### config.mk
export PLATFORM = sky130hd
export DESIGN_NAME = vis_corr_top
export DESIGN_NICKNAME = d
export VERILOG_FILES = /design/src/rtl/vis_pkg.sv /design/src/rtl/vis_config_regs.sv /design/src/rtl/vis_corr_top.sv /design/src/rtl/vis_correlator.sv /design/src/rtl/vis_merge.sv
export VERILOG_INCLUDE_DIRS = /design/src /design/src/rtl
export SDC_FILE = /design/constraint.sdc
export NUM_CORES = 2
export LEC_CHECK = 0
export ABC_AREA = 1
export BUFFER_PORTS_ARGS = -buffer_cell sky130_fd_sc_hd__buf_2
export CAP_MARGIN = 20
export CORE_MARGIN = 2
export CORE_UTILIZATION = 55
export CTS_BUF_LIST = sky130_fd_sc_hd__clkbuf_16
export DETAILED_ROUTE_END_ITERATION = 7
export GPL_ROUTABILITY_DRIVEN = 1
export PLACE_DENSITY_LB_ADDON = 0.3
export SYNTH_ARGS = -nofsm -noshare
export SYNTH_HDL_FRONTEND = slang
export SYNTH_HIERARCHICAL = 1
export SYNTH_SLANG_ARGS = --single-unit
### constraint.sdc
create_clock -name clock -period 6.4 [get_ports clock]
set_input_delay 0.64 -clock clock [delete_from_list [all_inputs] [get_ports clock]]
set_output_delay 0.64 -clock clock [all_outputs]
set_load 0.05 [all_outputs]
### src/rtl/vis_consts.svh
`ifndef VIS_CONSTS_SVH
`define VIS_CONSTS_SVH

// Correlator lanes, also the merge chain length
`define VIS_LANES 4

// Signed width of each sample component
`define VIS_SAMPLE_BITS 4

// Signed width of each accumulator component
`define VIS_ACC_BITS 20

// Integration length register width
`define VIS_LEN_BITS 16

// AXI4-Lite register map, byte offsets
`define VIS_AXI_ADDR_BITS 4
`define VIS_ADDR_CTRL 4'h0
`define VIS_ADDR_LEN 4'h4
`define VIS_ADDR_COUNT 4'h8

`endif

### src/rtl/vis_pkg.sv
`include "vis_consts.svh"

package vis_pkg;

  // One complex antenna sample
  typedef struct packed {
    logic signed [`VIS_SAMPLE_BITS-1:0] re;
    logic signed [`VIS_SAMPLE_BITS-1:0] im;
  } sample_t;

  // Both inputs of one baseline
  typedef struct packed {
    sample_t a;
    sample_t b;
  } sample_pair_t;

  // One integrated visibility
  typedef struct packed {
    logic signed [`VIS_ACC_BITS-1:0] re;
    logic signed [`VIS_ACC_BITS-1:0] im;
  } vis_t;

  // Master-driven AXI4-Lite channels
  typedef struct packed {
    logic                          awvalid;
    logic [`VIS_AXI_ADDR_BITS-1:0] awaddr;
    logic                          wvalid;
    logic [31:0]                   wdata;
    logic [3:0]                    wstrb;
    logic                          bready;
    logic                          arvalid;
    logic [`VIS_AXI_ADDR_BITS-1:0] araddr;
    logic                          rready;
  } axil_req_t;

  // Slave-driven AXI4-Lite channels
  typedef struct packed {
    logic        awready;
    logic        wready;
    logic        bvalid;
    logic [1:0]  bresp;
    logic        arready;
    logic        rvalid;
    logic [31:0] rdata;
    logic [1:0]  rresp;
  } axil_rsp_t;

endpackage

### src/rtl/vis_config_regs.sv
`timescale 1ns/100ps
`include "vis_consts.svh"

// AXI4-Lite control and status registers
module vis_config_regs (
  input  logic                     clock,
  input  logic                     reset,
  input  vis_pkg::axil_req_t       axil_req_i,
  input  logic                     vis_valid_i,
  output vis_pkg::axil_rsp_t       axil_rsp_o,
  output logic                     enable_o,
  output logic [`VIS_LEN_BITS-1:0] int_len_o
);

  logic                     enable_q;
  logic [`VIS_LEN_BITS-1:0] int_len_q;
  logic [`VIS_LEN_BITS-1:0] len_wr;
  logic [31:0]              count_q;
  logic                     bvalid_q;
  logic [1:0]               bresp_q;
  logic                     rvalid_q;
  logic [31:0]              rdata_q;
  logic [1:0]               rresp_q;
  logic                     wr_accept;
  logic                     rd_accept;
  logic                     wr_ctrl;
  logic                     wr_len;
  logic                     wr_mapped;
  logic [31:0]              rd_data;
  logic                     rd_mapped;

  // Address and data taken together, one response outstanding
  assign wr_accept = axil_req_i.awvalid & axil_req_i.wvalid & ~bvalid_q;
  assign rd_accept = axil_req_i.arvalid & ~rvalid_q;

  // Write decode
  assign wr_ctrl   = wr_accept && (axil_req_i.awaddr == `VIS_ADDR_CTRL);
  assign wr_len    = wr_accept && (axil_req_i.awaddr == `VIS_ADDR_LEN);
  // Count is read-only but still answers OKAY
  assign wr_mapped = (axil_req_i.awaddr == `VIS_ADDR_CTRL)
                   || (axil_req_i.awaddr == `VIS_ADDR_LEN)
                   || (axil_req_i.awaddr == `VIS_ADDR_COUNT);

  // Byte-lane merge into the length register
  always_comb begin
    len_wr = int_len_q;
    if (axil_req_i.wstrb[0]) begin
      len_wr[7:0] = axil_req_i.wdata[7:0];
    end
    if (axil_req_i.wstrb[1]) begin
      len_wr[15:8] = axil_req_i.wdata[15:8];
    end
  end

  always_ff @(posedge clock) begin
    if (reset) begin
      enable_q  <= 1'b0;
      int_len_q <= `VIS_LEN_BITS'(`VIS_LANES);
    end else begin
      if (wr_ctrl && axil_req_i.wstrb[0]) begin
        enable_q <= axil_req_i.wdata[0];
      end
      // Short lengths clamp so a batch drains before the next
      if (wr_len) begin
        int_len_q <= (len_wr < `VIS_LANES) ? `VIS_LEN_BITS'(`VIS_LANES) : len_wr;
      end
    end
  end

  // Output visibility counter, clear has priority
  always_ff @(posedge clock) begin
    if (reset) begin
      count_q <= '0;
    end else if (wr_ctrl && axil_req_i.wstrb[0] && axil_req_i.wdata[1]) begin
      count_q <= '0;
    end else if (vis_valid_i) begin
      count_q <= count_q + 1'b1;
    end
  end

  // Write response, held until bready
  always_ff @(posedge clock) begin
    if (reset) begin
      bvalid_q <= 1'b0;
    end else if (wr_accept) begin
      bvalid_q <= 1'b1;
    end else if (axil_req_i.bready) begin
      bvalid_q <= 1'b0;
    end
  end

  always_ff @(posedge clock) begin
    if (wr_accept) begin
      bresp_q <= wr_mapped ? 2'b00 : 2'b10;
    end
  end

  // Read mux
  always_comb begin
    rd_mapped = 1'b1;
    case (axil_req_i.araddr)
      `VIS_ADDR_CTRL:  rd_data = {31'b0, enable_q};
      `VIS_ADDR_LEN:   rd_data = {{(32-`VIS_LEN_BITS){1'b0}}, int_len_q};
      `VIS_ADDR_COUNT: rd_data = count_q;
      default: begin
        rd_data   = '0;
        rd_mapped = 1'b0;
      end
    endcase
  end

  // Read response, held until rready
  always_ff @(posedge clock) begin
    if (reset) begin
      rvalid_q <= 1'b0;
    end else if (rd_accept) begin
      rvalid_q <= 1'b1;
    end else if (axil_req_i.rready) begin
      rvalid_q <= 1'b0;
    end
  end

  always_ff @(posedge clock) begin
    if (rd_accept) begin
      rdata_q <= rd_data;
      rresp_q <= rd_mapped ? 2'b00 : 2'b10;
    end
  end

  // Ready strobes only in the accepting cycle
  always_comb begin
    axil_rsp_o.awready = wr_accept;
    axil_rsp_o.wready  = wr_accept;
    axil_rsp_o.bvalid  = bvalid_q;
    axil_rsp_o.bresp   = bresp_q;
    axil_rsp_o.arready = rd_accept;
    axil_rsp_o.rvalid  = rvalid_q;
    axil_rsp_o.rdata   = rdata_q;
    axil_rsp_o.rresp   = rresp_q;
  end

  assign enable_o  = enable_q;
  assign int_len_o = int_len_q;

endmodule

### src/rtl/vis_corr_top.sv
`timescale 1ns/100ps
`include "vis_consts.svh"

// Correlator front end: registers, lane MACs and merge chain
module vis_corr_top (
  input  logic                                   clock,
  input  logic                                   reset,

  // Register port
  input  vis_pkg::axil_req_t                     axil_req_i,
  output vis_pkg::axil_rsp_t                     axil_rsp_o,

  // Antenna sample pairs, one per lane
  input  logic                                   samples_valid_i,
  input  vis_pkg::sample_pair_t [`VIS_LANES-1:0] samples_i,

  // Serial visibility stream, no back-pressure
  output logic                                   vis_valid_o,
  output vis_pkg::vis_t                          vis_o
);

  logic                           enable;
  logic [`VIS_LEN_BITS-1:0]       int_len;
  logic [`VIS_LANES-1:0]          par_valid;
  vis_pkg::vis_t [`VIS_LANES-1:0] par_vis;

  // Control, length and output count
  vis_config_regs u_regs (
    .clock      (clock),
    .reset      (reset),
    .axil_req_i (axil_req_i),
    .vis_valid_i(vis_valid_o),
    .axil_rsp_o (axil_rsp_o),
    .enable_o   (enable),
    .int_len_o  (int_len)
  );

  // Per-lane conjugate multiply and integrate
  vis_correlator u_corr (
    .clock          (clock),
    .reset          (reset),
    .enable_i       (enable),
    .int_len_i      (int_len),
    .samples_valid_i(samples_valid_i),
    .samples_i      (samples_i),
    .par_valid_o    (par_valid),
    .par_vis_o      (par_vis)
  );

  // Parallel dump to serial stream, highest lane first
  vis_merge #(
    .payload_t(vis_pkg::vis_t),
    .length   (`VIS_LANES)
  ) u_merge (
    .clock      (clock),
    .reset      (reset),
    .par_valid_i(par_valid),
    .par_data_i (par_vis),
    .seq_valid_o(vis_valid_o),
    .seq_data_o (vis_o)
  );

endmodule

### src/rtl/vis_correlator.sv
`timescale 1ns/100ps
`include "vis_consts.svh"

// Complex cross-multiply and integrate, one baseline per lane
module vis_correlator (
  input  logic                                   clock,
  input  logic                                   reset,
  input  logic                                   enable_i,
  input  logic [`VIS_LEN_BITS-1:0]               int_len_i,
  input  logic                                   samples_valid_i,
  input  vis_pkg::sample_pair_t [`VIS_LANES-1:0] samples_i,
  output logic [`VIS_LANES-1:0]                  par_valid_o,
  output vis_pkg::vis_t [`VIS_LANES-1:0]         par_vis_o
);

  // Products already widened to accumulator size
  logic signed [`VIS_ACC_BITS-1:0] prod_re [`VIS_LANES];
  logic signed [`VIS_ACC_BITS-1:0] prod_im [`VIS_LANES];
  vis_pkg::vis_t [`VIS_LANES-1:0]  sum;
  vis_pkg::vis_t [`VIS_LANES-1:0]  acc_q;
  vis_pkg::vis_t [`VIS_LANES-1:0]  dump_q;
  logic [`VIS_LEN_BITS-1:0]        count_q;
  logic [`VIS_LEN_BITS-1:0]        count_next;
  logic                            accept;
  logic                            last;
  logic                            dump_valid_q;

  // a times conj(b), then running sum
  always_comb begin
    for (int ii = 0; ii < `VIS_LANES; ii++) begin
      prod_re[ii] = samples_i[ii].a.re * samples_i[ii].b.re
                  + samples_i[ii].a.im * samples_i[ii].b.im;
      prod_im[ii] = samples_i[ii].a.im * samples_i[ii].b.re
                  - samples_i[ii].a.re * samples_i[ii].b.im;
      sum[ii].re  = acc_q[ii].re + prod_re[ii];
      sum[ii].im  = acc_q[ii].im + prod_im[ii];
    end
  end

  // Shared sample counter for all lanes
  assign accept     = samples_valid_i & enable_i;
  assign count_next = count_q + 1'b1;
  assign last       = accept && (count_next == int_len_i);

  always_ff @(posedge clock) begin
    if (reset) begin
      count_q <= '0;
      acc_q   <= '0;
    end else if (!enable_i) begin
      // Partial sums are thrown away while disabled
      count_q <= '0;
      acc_q   <= '0;
    end else if (accept) begin
      if (last) begin
        count_q <= '0;
        acc_q   <= '0;
      end else begin
        count_q <= count_next;
        acc_q   <= sum;
      end
    end
  end

  // Final sums include the last sample's product
  always_ff @(posedge clock) begin
    if (last) begin
      dump_q <= sum;
    end
  end

  always_ff @(posedge clock) begin
    if (reset) begin
      dump_valid_q <= 1'b0;
    end else begin
      dump_valid_q <= last;
    end
  end

  // Every lane dumps together
  assign par_valid_o = {`VIS_LANES{dump_valid_q}};
  assign par_vis_o   = dump_q;

endmodule

### src/rtl/vis_merge.sv
`timescale 1ns/100ps
`include "vis_consts.svh"

// Daisy-chain that serialises one parallel batch per dump
// Highest-index element drives the output
module vis_merge #(
  parameter type payload_t = logic [7:0],
  parameter int  length    = `VIS_LANES
) (
  input  logic                    clock,
  input  logic                    reset,
  input  logic [length-1:0]       par_valid_i,
  input  payload_t [length-1:0]   par_data_i,
  output logic                    seq_valid_o,
  output payload_t                seq_data_o
);

  logic [length-1:0]     valid_q;
  payload_t [length-1:0] data_q;
  logic [length-1:0]     src_valid;
  payload_t [length-1:0] src_data;

  // Upstream source for each element
  always_comb begin
    // Element 0 sees an empty, invalid neighbour
    src_valid[0] = 1'b0;
    src_data[0]  = '0;
    for (int ii = 1; ii < length; ii++) begin
      src_valid[ii] = valid_q[ii-1];
      src_data[ii]  = data_q[ii-1];
    end
  end

  // Element is full if it loads or forwards
  always_ff @(posedge clock) begin
    if (reset) begin
      valid_q <= '0;
    end else begin
      valid_q <= par_valid_i | src_valid;
    end
  end

  // Registered 2:1 select per element
  always_ff @(posedge clock) begin
    for (int ii = 0; ii < length; ii++) begin
      if (par_valid_i[ii]) begin
        data_q[ii] <= par_data_i[ii];
      end else begin
        // Shift the in-flight batch one step downstream
        data_q[ii] <= src_data[ii];
      end
    end
  end

  assign seq_valid_o = valid_q[length-1];
  assign seq_data_o  = data_q[length-1];

endmodule

==> metrics.yaml <==
run_status:
  status: "finished, final reports clean"
clocking:
  post-cts-setup-buffers: 0
  clk_latency_ps: 640
  htreeDepth: 2
  cts_buffers: 61
  cts_max_path_buffers: 3
  cts_root_buffer: "clkbuf_16"
  cts_hold_buf: 0
  cts_tree: "built"
  cts_sinks: 586
  clk_pin_slew_worst_paths_ps: 60
  cts_resized: 0
sta:
  setup_viol: 0
  fin_skew_ps: 22.0
  fin_crit_sh: 0.876
  max-slew-margin-rel: 0.274
  setup_ws_ps: 795
  slew_viol_final: 0
  hold_violations: 0
  final.min_clock_period_ps: 5610
  fin_setup_tns_ps: 0
  rsz0062_at_grt: "no"
  worst_pin_slew_ps: 1090
  max_clock_freq_mhz: 178
global_route:
  grt_usage: 0.250
  grt_pass1_wl_um: 181000
  grt_max_degree: 122
  antenna_found_initial: 1
  grt_overflow_total: 0
  grt_pass1_vias: 36300
yosys:
  synth_area_per_cell_um2: 8.48
  ys_top_cells_by_area: "fa_1 (22%), dfxtp_1 (16%), edfxtp_1 (12%)"
  synth-warning-count: 6
  synth_seq_area_share: 0.287
  synth_seq_cells: 586
  synthCells: 5625
  netlist_area_um2: 47700
  yosys.cell_types.count: 55
  synth_top_area_cell: "fa_1"
  netlist.area_leader.share: 0.218
floorplanning:
  num_rows: 107
  fp.dieArea_um2: 89100
  die_h_um: 298
  core_area_um2: 85500
  io-pin-count: 198
  die_w_um: 298
  start_util: 0.557
setup_path:
  worstSetupPathType: "input pin to flop"
  max_stage_delay_ps: 510
  r2r_slack_ps: 1530
  crit_top_cell: "nand2_1"
  cp.required_ps: 6950
  crit_family: "adder cells"
  end_kind: "flop"
  cp.arrival_ps: 6160
  path_buf_inv: 8
  r2r-start: "u_corr/acc_q[62]$_SDFFE_PP0P_"
  crit_slowest_cell: "fa_1"
  start_kind: "input pin"
  r2r.worst_path.cells: 18
  path_max_fanout: 7
  reg2reg_to: "u_corr/acc_q[74]$_SDFFE_PP0P_"
  startpoint: "samples_i[55]"
detailed_routing:
  drc: 0
  drt_iter0_drc: 2265
  wl_um: 109000
  routed-via-count: 35600
  first_pass_iters: 6
  via_per_inst: 5.17
  ant_nets: 0
  wire_per_inst_um: 15.9
layout:
  syn_to_final_growth_pct: 7.01
  num-nets-final: 6714
  final_cell_mix: "nand2_1 (1314), inv_1 (1100), fa_1 (519)"
  multiInputGateArea_um2: 28500
  fillers: 7461
  final_common_cell: "nand2_1"
  regArea_um2: 13700
  drive_gt1_frac: 0.0678
min_path:
  hp-start: "axil_req_i[6]"
  hold-path-cell-count: 4
  hold_class: "input pin to flop"
  hold_path_end: "u_regs/bvalid_q$_SDFFE_PP0P_"
power_and_ir_drop:
  leakagePower_nw: 25.6
  p_per_area_nw_per_um2: 527
  p_total_mw: 26.9
  irDropWorstVdd_mv: 0.358
place:
  dp_hpwl_um: 84600
  gp_congestion: 0.938
  portBuffers: 177
  dpl_worst_slack_ps: 183
run:
  maxCapViolations: 0
where the power goes:
group / internal, mW / switching, mW
logic: 6.51 / 12.0
clock network: 1.97 / 1.55
registers: 4.83 / 0.00494
logic make-up after synthesis:
kind of cell / synth area share
xor+xnor: 0.0335
fa+ha+maj: 0.321
flops: 0.287
other cells: 0.0000787
simple gates: 0.179
compound gates: 0.0641
buf+inv: 0.116
synthesized netlist by cell type (all sizes together):
| master | instances |
|---|---|
| inv | 1100 |
| o221ai | 1 |
| clkinv | 6 |
| o31ai | 3 |
| nor3 | 36 |
| a21o | 17 |
| o21bai | 12 |
| a21oi | 351 |
| a211oi | 12 |
| and3 | 2 |
| conb | 1 |
| xor3 | 1 |
| nand3 | 331 |
| dfxtp | 392 |
| xnor3 | 1 |
| nor2 | 277 |
| ha | 393 |
| a21boi | 17 |
| o22ai | 12 |
| o21a | 2 |
| edfxtp | 194 |
| nand2 | 1317 |
| xnor2 | 67 |
| o211ai | 1 |
| clkbuf | 114 |
| buf | 115 |
| nand3b | 11 |
| nor3b | 4 |
| a31oi | 11 |
| nand4 | 39 |
| o21ai | 125 |
| o2111ai | 1 |
| fa | 519 |
| or2 | 23 |
| nor4 | 7 |
| xor2 | 110 |
stage by stage:
stage / cell area [um2] / hold slack [ps] / utilization / cells
floorplan: 47700 / 396 / - / 5626
global placement: 49100 / 402 / 0.573 / 6767
detailed placement: 49100 / 404 / 0.573 / 6767
CTS: 51000 / 268 / 0.596 / 6881
global route: 51000 / 289 / 0.596 / 6881
finish: 51000 / 289 / 0.596 / 6882
worst reg2reg max path: stages, from the launching register on:
cell and delay [ps]:
dfxtp_1 330, inv_1 70, fa_1 460, fa_1 550
inv_1 60, fa_1 550, fa_1 430, fa_1 440
ha_1 360, a21oi_1 210, nand2_1 120, a21boi_0 370
o21ai_0 270, nand3_1 160, nand2_1 70, nand2_1 60
nand2_1 60, nand3_1 90, a21oi_1 70
how the worst max path moves through the flow:
stage	endpoint	slack, ps	depth (start not counted)
finish	u_corr/acc_q[154]$_SDFFE_PP0P_	790	29
global placement	u_corr/acc_q[154]$_SDFFE_PP0P_	240	29
global route	u_corr/acc_q[154]$_SDFFE_PP0P_	300	29
floorplan	u_corr/acc_q[154]$_SDFFE_PP0P_	660	28
detailed placement	u_corr/acc_q[154]$_SDFFE_PP0P_	180	29
CTS	u_corr/acc_q[154]$_SDFFE_PP0P_	840	29
state kept, by name (all words and copies together), names as in the netlist:
| register | cells |
|---|---|
| u_merge/seq_data_o | 40 |
| u_regs/rresp_q | 1 |
| u_regs/rdata_q | 32 |
| u_regs/rvalid_q | 1 |
| u_regs/bvalid_q | 1 |
| u_regs/count_q | 32 |
| u_merge/valid_q | 4 |
| u_corr/dump_valid_q | 1 |
| u_corr/par_vis_o | 160 |
| u_regs/bresp_q | 1 |
| u_corr/acc_q | 160 |
| u_corr/count_q | 16 |
| u_regs/int_len_o | 16 |
| u_regs/enable_o | 1 |
| u_merge/data_q | 120 |
area by class of cell:
class	count	area share
timing repair buffer	226	0.0248
inverter	1106	0.0819
clock inverter	52	0.00807
antenna	1	0.0000490
clock buffer	62	0.0304
sequential	586	0.268
multi-input combinational	3705	0.559
tap	1144	0.0281
routing by layer:
metal / vias up / part of all wire / GRT usage
met4: 2 / 0.030 / 0.0730
met3: 190 / 0.056 / 0.0327
li1: 17500 / - / -
met2: 910 / 0.48 / 0.428
met1: 17000 / 0.43 / 0.332
met5: - / 0.00012 / 0
Note: power is estimated with default switching activity, not from simulation.
